===== src/usb_host_pkg.sv =====
package usb_host_pkg;

  typedef logic [7:0] byte_t;

  // MAX3421E register numbers
  localparam logic [4:0] RCVFIFO = 5'd1;
  localparam logic [4:0] RCVBC   = 5'd6;
  localparam logic [4:0] USBIRQ  = 5'd13;
  localparam logic [4:0] USBCTL  = 5'd15;
  localparam logic [4:0] PINCTL  = 5'd17;
  localparam logic [4:0] IOPINS1 = 5'd20;
  localparam logic [4:0] HIRQ    = 5'd25;
  localparam logic [4:0] HIEN    = 5'd26;
  localparam logic [4:0] MODE    = 5'd27;
  localparam logic [4:0] HCTL    = 5'd29;
  localparam logic [4:0] HXFR    = 5'd30;
  localparam logic [4:0] HRSL    = 5'd31;

  // Command byte is {reg, 0, dir, ackstat}
  localparam int CMD_WRITE_BIT = 1;

  // FDUPSPI and POSINT
  localparam byte_t FULLDUPLEX_VAL = 8'b0001_0100;
  localparam byte_t CHIPRES_VAL    = 8'b0010_0000;
  // GPOUT0 drives the VBUS switch
  localparam byte_t POWER_VAL      = 8'b0000_0001;
  // DPPULLDN, DMPULLDN, SEPIRQ, SOFKAENAB, HOST
  localparam byte_t HOSTMODE_VAL   = 8'b1101_1001;
  localparam byte_t HIEN_VAL       = 8'b0110_0000;
  localparam byte_t SAMPLEBUS_VAL  = 8'b0000_0100;
  localparam byte_t BUSRST_VAL     = 8'b0000_0001;
  localparam byte_t HIRQ_CLEAR_VAL = 8'b1111_1111;
  // Bulk IN on endpoint 3
  localparam byte_t BULK_IN_VAL    = 8'b0000_0011;

  localparam int OSCOK_BIT   = 0;
  localparam int BUSRST_BIT  = 0;
  localparam int FRAME_BIT   = 6;
  localparam int HRSLT_WIDTH = 4;

  typedef enum {
    IDLE, SET_DUPLEX, CHIP_RESET, CHIP_RELEASE, READ_OSC, SET_POWER, SET_HOST, SET_IRQ_EN,
    SAMPLE_BUS, SETTLE, BUS_RESET, READ_BUSRST, START_SOF, READ_FRAME,
    BULK_IN_XFR, XFER_WAIT, READ_RESULT, CLEAR_IRQ, READ_COUNT, READ_FIFO, POLL_WAIT
  } step_t;

endpackage

===== src/usb_midi_host.sv =====
module usb_midi_host import usb_host_pkg::*; #(
  parameter int MAX_BYTES        = 9,
  parameter int CLK_DIV          = 4,
  parameter int SETTLE_CYCLES    = 1_250_000,
  parameter int POLL_CYCLES      = 100_000,
  parameter int XFER_WAIT_CYCLES = 20
) (
  input  logic        clk_in,
  input  logic        rst_in,
  input  logic        miso_in,
  output logic        n_rst_out,
  output logic        n_ss_out,
  output logic        mosi_out,
  output logic        sclk_out,
  output logic        ready,
  output logic [31:0] midi_word,
  output logic        midi_valid
);

  step_t                  step;
  byte_t                  rx_count;
  byte_t                  tx_count;
  logic [8*MAX_BYTES-1:0] tx_bytes;
  logic [8*MAX_BYTES-1:0] rx_bytes;
  logic                   start;
  logic                   done;

  usb_host_fsm #(
    .MAX_BYTES        (MAX_BYTES),
    .SETTLE_CYCLES    (SETTLE_CYCLES),
    .POLL_CYCLES      (POLL_CYCLES),
    .XFER_WAIT_CYCLES (XFER_WAIT_CYCLES)
  ) usb_host_fsm_inst (
    .clk_in     (clk_in),
    .rst_in     (rst_in),
    .done       (done),
    .rx_bytes   (rx_bytes),
    .step       (step),
    .rx_count   (rx_count),
    .start      (start),
    .n_rst_out  (n_rst_out),
    .ready      (ready),
    .midi_word  (midi_word),
    .midi_valid (midi_valid)
  );

  max3421_cmd_rom #(
    .MAX_BYTES (MAX_BYTES)
  ) max3421_cmd_rom_inst (
    .step     (step),
    .rx_count (rx_count),
    .tx_bytes (tx_bytes),
    .tx_count (tx_count)
  );

  // Sequencer starts only in the cycle after done, when the engine is idle again
  max3421_spi #(
    .MAX_BYTES (MAX_BYTES),
    .CLK_DIV   (CLK_DIV)
  ) max3421_spi_inst (
    .clk_in   (clk_in),
    .rst_in   (rst_in),
    .start    (start),
    .tx_bytes (tx_bytes),
    .tx_count (tx_count),
    .miso_in  (miso_in),
    .busy     (),
    .done     (done),
    .rx_bytes (rx_bytes),
    .n_ss_out (n_ss_out),
    .mosi_out (mosi_out),
    .sclk_out (sclk_out)
  );

endmodule


===== src/usb_host_fsm.sv =====
module usb_host_fsm import usb_host_pkg::*; #(
  parameter int MAX_BYTES        = 9,
  parameter int SETTLE_CYCLES    = 1_250_000,
  parameter int POLL_CYCLES      = 100_000,
  parameter int XFER_WAIT_CYCLES = 20
) (
  input  logic                   clk_in,
  input  logic                   rst_in,
  input  logic                   done,
  input  logic [8*MAX_BYTES-1:0] rx_bytes,
  output step_t                  step,
  output byte_t                  rx_count,
  output logic                   start,
  output logic                   n_rst_out,
  output logic                   ready,
  output logic [31:0]            midi_word,
  output logic                   midi_valid
);

  localparam int LONGEST  = (SETTLE_CYCLES > POLL_CYCLES) ? SETTLE_CYCLES : POLL_CYCLES;
  localparam int WAIT_MAX = (LONGEST > XFER_WAIT_CYCLES) ? LONGEST : XFER_WAIT_CYCLES;
  localparam int WAIT_W   = $clog2(WAIT_MAX + 1);

  step_t             next_step;
  byte_t             reg_data;
  logic [WAIT_W-1:0] wait_cnt;
  logic [WAIT_W-1:0] wait_len;
  logic              waiting;
  logic              advance;

  function automatic logic is_wait(input step_t s);
    return s inside {IDLE, SETTLE, XFER_WAIT, POLL_WAIT};
  endfunction

  // Byte 0 is the chip status, byte 1 the register value
  assign reg_data = rx_bytes[15:8];
  assign waiting  = is_wait(step);
  assign advance  = waiting ? (wait_cnt == wait_len) : done;

  always_comb begin
    case (step)
      SETTLE:    wait_len = WAIT_W'(SETTLE_CYCLES - 1);
      XFER_WAIT: wait_len = WAIT_W'(XFER_WAIT_CYCLES - 1);
      POLL_WAIT: wait_len = WAIT_W'(POLL_CYCLES - 1);
      default:   wait_len = '0;
    endcase
  end

  always_comb begin
    next_step = step;
    case (step)
      IDLE:         next_step = SET_DUPLEX;
      SET_DUPLEX:   next_step = CHIP_RESET;
      CHIP_RESET:   next_step = CHIP_RELEASE;
      CHIP_RELEASE: next_step = READ_OSC;
      // Poll until the oscillator is stable
      READ_OSC:     next_step = reg_data[OSCOK_BIT] ? SET_POWER : READ_OSC;
      SET_POWER:    next_step = SET_HOST;
      SET_HOST:     next_step = SET_IRQ_EN;
      SET_IRQ_EN:   next_step = SAMPLE_BUS;
      SAMPLE_BUS:   next_step = SETTLE;
      SETTLE:       next_step = BUS_RESET;
      BUS_RESET:    next_step = READ_BUSRST;
      // BUSRST self-clears when the bus reset is over
      READ_BUSRST:  next_step = reg_data[BUSRST_BIT] ? READ_BUSRST : START_SOF;
      START_SOF:    next_step = READ_FRAME;
      READ_FRAME:   next_step = reg_data[FRAME_BIT] ? BULK_IN_XFR : READ_FRAME;
      BULK_IN_XFR:  next_step = XFER_WAIT;
      XFER_WAIT:    next_step = READ_RESULT;
      // Any nonzero HRSLT (NAK included) retries after the poll wait
      READ_RESULT: begin
        if (reg_data[HRSLT_WIDTH-1:0] == '0) begin
          next_step = CLEAR_IRQ;
        end else begin
          next_step = POLL_WAIT;
        end
      end
      CLEAR_IRQ:    next_step = READ_COUNT;
      READ_COUNT:   next_step = (reg_data != 8'd0) ? READ_FIFO : POLL_WAIT;
      READ_FIFO:    next_step = POLL_WAIT;
      POLL_WAIT:    next_step = BULK_IN_XFR;
      default:      next_step = IDLE;
    endcase
  end

  always_ff @(posedge clk_in) begin
    if (rst_in) begin
      step       <= IDLE;
      start      <= 1'b0;
      n_rst_out  <= 1'b0;
      ready      <= 1'b0;
      midi_valid <= 1'b0;
      wait_cnt   <= '0;
    end else begin
      n_rst_out  <= 1'b1;
      start      <= 1'b0;
      midi_valid <= 1'b0;
      if (advance) begin
        step     <= next_step;
        // Launch every register step, repeated polls included
        start    <= !is_wait(next_step);
        wait_cnt <= '0;
        if (step == READ_FRAME && reg_data[FRAME_BIT]) begin
          ready <= 1'b1;
        end
        if (step == READ_FIFO) begin
          midi_valid <= (rx_count >= 8'd4);
        end
      end else if (waiting) begin
        wait_cnt <= wait_cnt + 1'b1;
      end
    end
  end

  always_ff @(posedge clk_in) begin
    if (step == READ_COUNT && done) begin
      rx_count <= reg_data;
    end
    // First FIFO byte lands in the top byte
    if (step == READ_FIFO && done) begin
      midi_word <= {rx_bytes[8 +: 8], rx_bytes[16 +: 8], rx_bytes[24 +: 8], rx_bytes[32 +: 8]};
    end
  end

endmodule


===== src/max3421_cmd_rom.sv =====
module max3421_cmd_rom import usb_host_pkg::*; #(
  parameter int MAX_BYTES = 9
) (
  input  step_t                  step,
  input  byte_t                  rx_count,
  output logic [8*MAX_BYTES-1:0] tx_bytes,
  output byte_t                  tx_count
);

  byte_t fifo_len;

  function automatic byte_t cmd_byte(input logic [4:0] addr, input logic write);
    byte_t cmd;
    cmd = {addr, 3'b000};
    cmd[CMD_WRITE_BIT] = write;
    return cmd;
  endfunction

  // Command byte plus the FIFO bytes, limited to what the engine can hold
  always_comb begin
    if (rx_count >= byte_t'(MAX_BYTES - 1)) begin
      fifo_len = byte_t'(MAX_BYTES);
    end else begin
      fifo_len = rx_count + 8'd1;
    end
  end

  always_comb begin
    tx_bytes = '0;
    tx_count = 8'd2;
    case (step)
      SET_DUPLEX:   tx_bytes[15:0] = {FULLDUPLEX_VAL, cmd_byte(PINCTL, 1'b1)};
      CHIP_RESET:   tx_bytes[15:0] = {CHIPRES_VAL, cmd_byte(USBCTL, 1'b1)};
      CHIP_RELEASE: tx_bytes[15:0] = {8'h00, cmd_byte(USBCTL, 1'b1)};
      READ_OSC:     tx_bytes[7:0] = cmd_byte(USBIRQ, 1'b0);
      SET_POWER:    tx_bytes[15:0] = {POWER_VAL, cmd_byte(IOPINS1, 1'b1)};
      SET_HOST:     tx_bytes[15:0] = {HOSTMODE_VAL, cmd_byte(MODE, 1'b1)};
      SET_IRQ_EN:   tx_bytes[15:0] = {HIEN_VAL, cmd_byte(HIEN, 1'b1)};
      SAMPLE_BUS:   tx_bytes[15:0] = {SAMPLEBUS_VAL, cmd_byte(HCTL, 1'b1)};
      BUS_RESET:    tx_bytes[15:0] = {BUSRST_VAL, cmd_byte(HCTL, 1'b1)};
      READ_BUSRST:  tx_bytes[7:0] = cmd_byte(HCTL, 1'b0);
      // Host mode value already has SOFKAENAB set
      START_SOF:    tx_bytes[15:0] = {HOSTMODE_VAL, cmd_byte(MODE, 1'b1)};
      READ_FRAME:   tx_bytes[7:0] = cmd_byte(HIRQ, 1'b0);
      BULK_IN_XFR:  tx_bytes[15:0] = {BULK_IN_VAL, cmd_byte(HXFR, 1'b1)};
      READ_RESULT:  tx_bytes[7:0] = cmd_byte(HRSL, 1'b0);
      CLEAR_IRQ:    tx_bytes[15:0] = {HIRQ_CLEAR_VAL, cmd_byte(HIRQ, 1'b1)};
      READ_COUNT:   tx_bytes[7:0] = cmd_byte(RCVBC, 1'b0);
      READ_FIFO: begin
        tx_bytes[7:0] = cmd_byte(RCVFIFO, 1'b0);
        tx_count      = fifo_len;
      end
      // IDLE and the wait steps send nothing
      default:      tx_count = 8'd0;
    endcase
  end

endmodule


===== src/max3421_spi.sv =====
module max3421_spi import usb_host_pkg::*; #(
  parameter int MAX_BYTES = 9,
  parameter int CLK_DIV   = 4
) (
  input  logic                   clk_in,
  input  logic                   rst_in,
  input  logic                   start,
  input  logic [8*MAX_BYTES-1:0] tx_bytes,
  input  byte_t                  tx_count,
  input  logic                   miso_in,
  output logic                   busy,
  output logic                   done,
  output logic [8*MAX_BYTES-1:0] rx_bytes,
  output logic                   n_ss_out,
  output logic                   mosi_out,
  output logic                   sclk_out
);

  localparam int DIV_W = (CLK_DIV > 1) ? $clog2(CLK_DIV) : 1;
  localparam int IDX_W = (MAX_BYTES > 1) ? $clog2(MAX_BYTES) : 1;

  logic [8*MAX_BYTES-1:0] tx_reg;
  logic [IDX_W-1:0]       byte_idx;
  logic [IDX_W-1:0]       last_idx;
  logic [IDX_W-1:0]       next_byte;
  logic [2:0]             bit_idx;
  logic [2:0]             next_bit;
  logic [DIV_W-1:0]       div_cnt;
  logic [6:0]             rx_shift;
  logic                   finish;
  logic                   launch;
  logic                   tick;
  logic                   rise;
  logic                   fall;
  logic                   last_bit;

  assign launch   = start && !busy;
  assign tick     = busy && !finish && (div_cnt == DIV_W'(CLK_DIV - 1));
  assign rise     = tick && !sclk_out;
  assign fall     = tick && sclk_out;
  assign last_bit = (byte_idx == last_idx) && (bit_idx == 3'd0);

  // Position of the bit shifted out after the next falling edge
  always_comb begin
    if (bit_idx == 3'd0) begin
      next_byte = byte_idx + 1'b1;
      next_bit  = 3'd7;
    end else begin
      next_byte = byte_idx;
      next_bit  = bit_idx - 1'b1;
    end
  end

  always_ff @(posedge clk_in) begin
    if (rst_in) begin
      busy     <= 1'b0;
      done     <= 1'b0;
      finish   <= 1'b0;
      n_ss_out <= 1'b1;
      sclk_out <= 1'b0;
      mosi_out <= 1'b0;
      div_cnt  <= '0;
      byte_idx <= '0;
      bit_idx  <= '0;
    end else begin
      done <= 1'b0;
      if (launch) begin
        busy     <= 1'b1;
        n_ss_out <= 1'b0;
        div_cnt  <= '0;
        byte_idx <= '0;
        bit_idx  <= 3'd7;
        // MSB of byte 0 is on the line before the first rising edge
        mosi_out <= tx_bytes[7];
      end else if (finish) begin
        // One idle cycle with sclk low before the chip is deselected
        finish   <= 1'b0;
        busy     <= 1'b0;
        done     <= 1'b1;
        n_ss_out <= 1'b1;
        mosi_out <= 1'b0;
      end else if (busy) begin
        if (tick) begin
          div_cnt  <= '0;
          sclk_out <= !sclk_out;
        end else begin
          div_cnt <= div_cnt + 1'b1;
        end
        if (fall) begin
          if (last_bit) begin
            finish <= 1'b1;
          end else begin
            byte_idx <= next_byte;
            bit_idx  <= next_bit;
            mosi_out <= tx_reg[{next_byte, next_bit}];
          end
        end
      end
    end
  end

  always_ff @(posedge clk_in) begin
    if (launch) begin
      tx_reg   <= tx_bytes;
      last_idx <= IDX_W'(tx_count - 8'd1);
    end
    // Sample on the rising edge, data has been stable since the last fall
    if (rise) begin
      rx_shift <= {rx_shift[5:0], miso_in};
      if (bit_idx == 3'd0) begin
        rx_bytes[8*byte_idx +: 8] <= {rx_shift, miso_in};
      end
    end
  end

endmodule


===== config.mk =====
export PLATFORM = sky130hd
export DESIGN_NAME = usb_midi_host
export DESIGN_NICKNAME = d
export VERILOG_FILES = /design/src/usb_host_pkg.sv /design/src/usb_midi_host.sv /design/src/usb_host_fsm.sv /design/src/max3421_cmd_rom.sv /design/src/max3421_spi.sv
export SDC_FILE = /design/constraint.sdc
export NUM_CORES = 1
export LEC_CHECK = 0
export BUFFER_PORTS_ARGS = -buffer_cell sky130_fd_sc_hd__buf_2
export CELL_PAD_IN_SITES_DETAIL_PLACEMENT = 1
export CELL_PAD_IN_SITES_GLOBAL_PLACEMENT = 1
export CORE_ASPECT_RATIO = 1.25
export CORE_MARGIN = 1
export CORE_UTILIZATION = 28
export DETAILED_ROUTE_END_ITERATION = 6
export HOLD_SLACK_MARGIN = 0.15
export PLACE_DENSITY_LB_ADDON = 0.1
export SYNTH_ARGS = -nofsm -noshare
export SYNTH_HDL_FRONTEND = slang
export SYNTH_SLANG_ARGS = --single-unit

===== constraint.sdc =====
create_clock -name clk_in -period 3.7 [get_ports clk_in]
set_input_delay 0.185 -clock clk_in [delete_from_list [all_inputs] [get_ports clk_in]]
set_output_delay 0.185 -clock clk_in [all_outputs]
set_load 0.005 [all_outputs]

==> flow_summary.json <==
{
  "first_global_vias": 4850,
  "syn2layout_area_growth_pct": 16.4,
  "outcome": "complete, but fails checks",
  "synth.ff_latch_count": 141,
  "grt_setup_unrepaired": "false",
  "post-synth-top-area-cell": "sky130_fd_sc_hd__edfxtp_1",
  "drt_first_pass_iters": 7,
  "number_of_remaining_drc_errors": 4,
  "cts_num_sinks": 141,
  "post-place-ws_ps": 940,
  "synthesis.instances": 596,
  "detail_route.wirelength_um": 16200,
  "postLayoutSetupSlackWorst_ps": 924,
  "ys.flop_type": "sky130_fd_sc_hd__edfxtp_1",
  "core_mm2": 0.0230,
  "clockRootBuffer": "sky130_fd_sc_hd__clkbuf_16",
  "origin_of_the_worst_min_delay_path": "rst_in",
  "die_width_um": 139,
  "wl_per_cell_um": 17.4,
  "grt_pass1_wl_um": 26700,
  "vias_per_cell": 4.93,
  "synth_warnings": 0,
  "number_of_nets_in_the_synthesized_netlist": 611,
  "worst_ir_drop_vdd_uv": 315,
  "start_util": 0.286,
  "cts_inserted_buffers": 17,
  "vias": 4589,
  "worst_setup_hold_path_clk_slew_ps": 70,
  "track_usage": 0.143,
  "timing.critical_path.arrival_ps": 3080,
  "dpl_cell_area_mm2": 0.00704,
  "post_synth.cell_area_avg_um2": 11.0,
  "pin_count_of_the_biggest_net_entering_global_routing": 33,
  "rr_startpoint": "usb_host_fsm_inst.step[3]$_SDFFE_PP0N_",
  "worstSetupStartpointType": "flop",
  "finalWeightedCongestion": 0.803,
  "setup_viol": 0,
  "final_cell_area_mm2": 0.00766,
  "critPathMaxFanout": 29,
  "post_route_cells_drive_above_1_share": 0.150,
  "post-cts-setup-buffers": 0,
  "buffer_ports.inserted": 40,
  "postCtsResizedCells": 0,
  "cts_hold_buf": 1,
  "grt_antenna_before_repair": 0,
  "htree_levels": 4,
  "final-max-slew-violation-count": 0,
  "reg2regPathDepth": 7,
  "violated_checks": "DRC",
  "top_cells_by_area_synth": "sky130_fd_sc_hd__edfxtp_1 44%, sky130_fd_sc_hd__dfxtp_1 14%, sky130_fd_sc_hd__nor2_1 3.5%, sky130_fd_sc_hd__and2_1 3.5%, sky130_fd_sc_hd__xor2_1 3.3%",
  "drv.max_cap_violation_count": 0,
  "fin_tns_setup_ps": 0,
  "clk_latency_ps": 430,
  "drtIter0Drc": 346,
  "endpoint_of_the_worst_hold_timing_path": "max3421_spi_inst.bit_idx[2]$_SDFFE_PP0P_",
  "timing.final.crit_period_ps": 2780,
  "required_ps": 4000,
  "fin_crit_sh": 0.750,
  "clock_skew_ps": 14.4,
  "cp-end-kind": "flop",
  "layout_top_registers": "max3421_spi_inst.rx_bytes (32), usb_host_fsm_inst.midi_word (32), usb_host_fsm_inst.wait_cnt (21)",
  "hold-path-cell-count": 2,
  "slew_headroom": 0.334,
  "edff_count_synth": 96,
  "finalNetCount": 644,
  "worst-r2r-setup-slack_ps": 920,
  "filler_cell_count": 2529,
  "diodes": 0,
  "post_synth_instance_area_mm2": 0.00658,
  "power_density_mw_per_mm2": 613,
  "fmax_mhz": 360,
  "die-height_um": 173,
  "leakagePower_nw": 2.82,
  "ioPinCount": 41,
  "grt_overflow_total": 0,
  "worst_slew_pin_slew_ps": 997,
  "die_area_mm2": 0.0241,
  "yosys.area.top_type_share": 0.438,
  "share_of_flip_flops_with_an_asynchronous_set_or_reset_after_synthesis": 0,
  "worstReg2RegEnd": "usb_host_fsm_inst.wait_cnt[10]$_SDFFE_PP0N_",
  "yosysSeqAreaShare": 0.575,
  "synthDistinctLibCells": 65,
  "postRouteAntennaNets": 0,
  "floorplan.rows": 62,
  "criticalPathCategory": "flop to flop",
  "clock_tree_from_tritoncts": "done",
  "buffer_depth_of_the_longest_clock_path": 2,
  "min-delay-path-class": "input pin to flop",
  "detailedPlacementHpwl_um": 11500,
  "timing.final.hold_violations": 0
}
==> kinds of logic after synthesis <==
logic type               count (synthesis)  synth area share
multiplexers                             8            0.0143
flip-flops                             141             0.575
AO/OA/AOI/OAI                           90            0.0964
AND/OR/NAND/NOR                        254             0.207
XOR/XNOR                                37            0.0493
buffers and inverters                   54            0.0350
adder cells (fa/ha/maj)                 12            0.0228
==> critical path, cell delays in order (launching register included) <==
cell and delay [ps]:
sky130_fd_sc_hd__dfxtp_1 970, sky130_fd_sc_hd__nor3b_1 490, sky130_fd_sc_hd__nand3_1 160, sky130_fd_sc_hd__a221oi_2 360
sky130_fd_sc_hd__nand4_4 190, sky130_fd_sc_hd__nand3_1 130, sky130_fd_sc_hd__buf_4 260, sky130_fd_sc_hd__nor2_1 80
==> through the flow <==
| step | util | hold WS (ps) | power (mW) | cells |
|---|---|---|---|---|
| after detailed placement | 0.306 | 411 | 3.02 | 897 |
| final | 0.332 | 175 | 4.70 | 930 |
| after global placement | 0.306 | 406 | 3.02 | 897 |
| after global routing | 0.332 | 169 | 4.96 | 930 |
| after CTS | 0.332 | 158 | 4.77 | 930 |
| after floorplan | - | 256 | 2.77 | 596 |
==> cells in the final DEF (no fill, tap or decap), types with 18 or more instances in the layout <==
| cell | count |
|---|---|
| sky130_fd_sc_hd__and2_1 | 37 |
| sky130_fd_sc_hd__nor2_1 | 62 |
| sky130_fd_sc_hd__nor3_1 | 21 |
| sky130_fd_sc_hd__edfxtp_1 | 96 |
| sky130_fd_sc_hd__nand2_1 | 36 |
| sky130_fd_sc_hd__and3_1 | 18 |
| sky130_fd_sc_hd__nand3_1 | 18 |
| sky130_fd_sc_hd__xor2_1 | 25 |
| sky130_fd_sc_hd__nand4_1 | 22 |
| sky130_fd_sc_hd__buf_2 | 40 |
| sky130_fd_sc_hd__dfxtp_1 | 45 |
| sky130_fd_sc_hd__a21oi_1 | 19 |
==> layer usage <==
layer,global-route usage,part of all wire
met1,0.168,0.45
met2,0.254,0.51
met3,0.0298,0.024
met4,0.0546,0.023
met5,0,0
==> final cells by class <==
type                    count  area [um2]  share of cell area
repair buffers             50         278              0.0363
well taps                 288         360              0.0471
flip-flops and latches    141        3780               0.494
multi-input cells         401        2560               0.335
inverters                  18        67.6             0.00882
clock buffers              17         425              0.0555
clock inverters            15         179              0.0234
==> report_power, final <==
part	switching [mW]	internal [mW]
registers	0.104	1.81
logic	0.684	0.375
clock network	0.803	0.920
==> worst max-delay path by stage <==
stage	cells past startpoint	from	end	slack [ps]
2_1_floorplan	6	max3421_spi_inst.byte_idx[0]$_SDFFE_PP0P_	max3421_spi_inst.rx_bytes[32]$_DFFE_PP_	1400
3_3_place_gp	7	usb_host_fsm_inst.step[3]$_SDFFE_PP0N_	usb_host_fsm_inst.wait_cnt[9]$_SDFFE_PP0N_	970
3_5_place_dp	7	usb_host_fsm_inst.step[3]$_SDFFE_PP0N_	usb_host_fsm_inst.wait_cnt[20]$_SDFFE_PP0N_	940
4_1_cts	7	usb_host_fsm_inst.step[3]$_SDFFE_PP0N_	usb_host_fsm_inst.wait_cnt[10]$_SDFFE_PP0N_	930
5_1_grt	7	usb_host_fsm_inst.step[3]$_SDFFE_PP0N_	usb_host_fsm_inst.wait_cnt[10]$_SDFFE_PP0N_	600
6_report	7	usb_host_fsm_inst.step[3]$_SDFFE_PP0N_	usb_host_fsm_inst.wait_cnt[10]$_SDFFE_PP0N_	920
==> cells in the mapped netlist (2+ instances only) <==
cell type	n
sky130_fd_sc_hd__xor2_1	25
sky130_fd_sc_hd__a22oi_1	5
sky130_fd_sc_hd__o21ai_0	18
sky130_fd_sc_hd__inv_1	17
sky130_fd_sc_hd__a21oi_1	19
sky130_fd_sc_hd__xnor2_1	12
sky130_fd_sc_hd__a211o_1	2
sky130_fd_sc_hd__dfxtp_1	45
sky130_fd_sc_hd__o31ai_1	3
sky130_fd_sc_hd__nand2b_1	7
sky130_fd_sc_hd__buf_6	3
sky130_fd_sc_hd__a31oi_1	2
sky130_fd_sc_hd__a2bb2oi_1	2
sky130_fd_sc_hd__or4_1	3
sky130_fd_sc_hd__nand4_1	22
sky130_fd_sc_hd__o22ai_1	6
sky130_fd_sc_hd__and3_1	18
sky130_fd_sc_hd__a21o_1	3
sky130_fd_sc_hd__buf_1	5
sky130_fd_sc_hd__nor3_1	21
sky130_fd_sc_hd__mux2i_1	6
sky130_fd_sc_hd__a32oi_1	2
sky130_fd_sc_hd__a211oi_1	6
sky130_fd_sc_hd__edfxtp_1	96
sky130_fd_sc_hd__clkbuf_1	24
sky130_fd_sc_hd__o211ai_1	2
sky130_fd_sc_hd__nand3_1	18
sky130_fd_sc_hd__ha_1	12
sky130_fd_sc_hd__and3b_1	2
sky130_fd_sc_hd__and4_1	4
sky130_fd_sc_hd__nor2_1	62
sky130_fd_sc_hd__nand2_1	36
sky130_fd_sc_hd__buf_2	4
sky130_fd_sc_hd__nor4_1	8
sky130_fd_sc_hd__o31a_1	3
sky130_fd_sc_hd__nor2b_1	4
sky130_fd_sc_hd__and2_1	37
sky130_fd_sc_hd__o31ai_2	5
No activity file was read; power rests on OpenSTA's default activity.
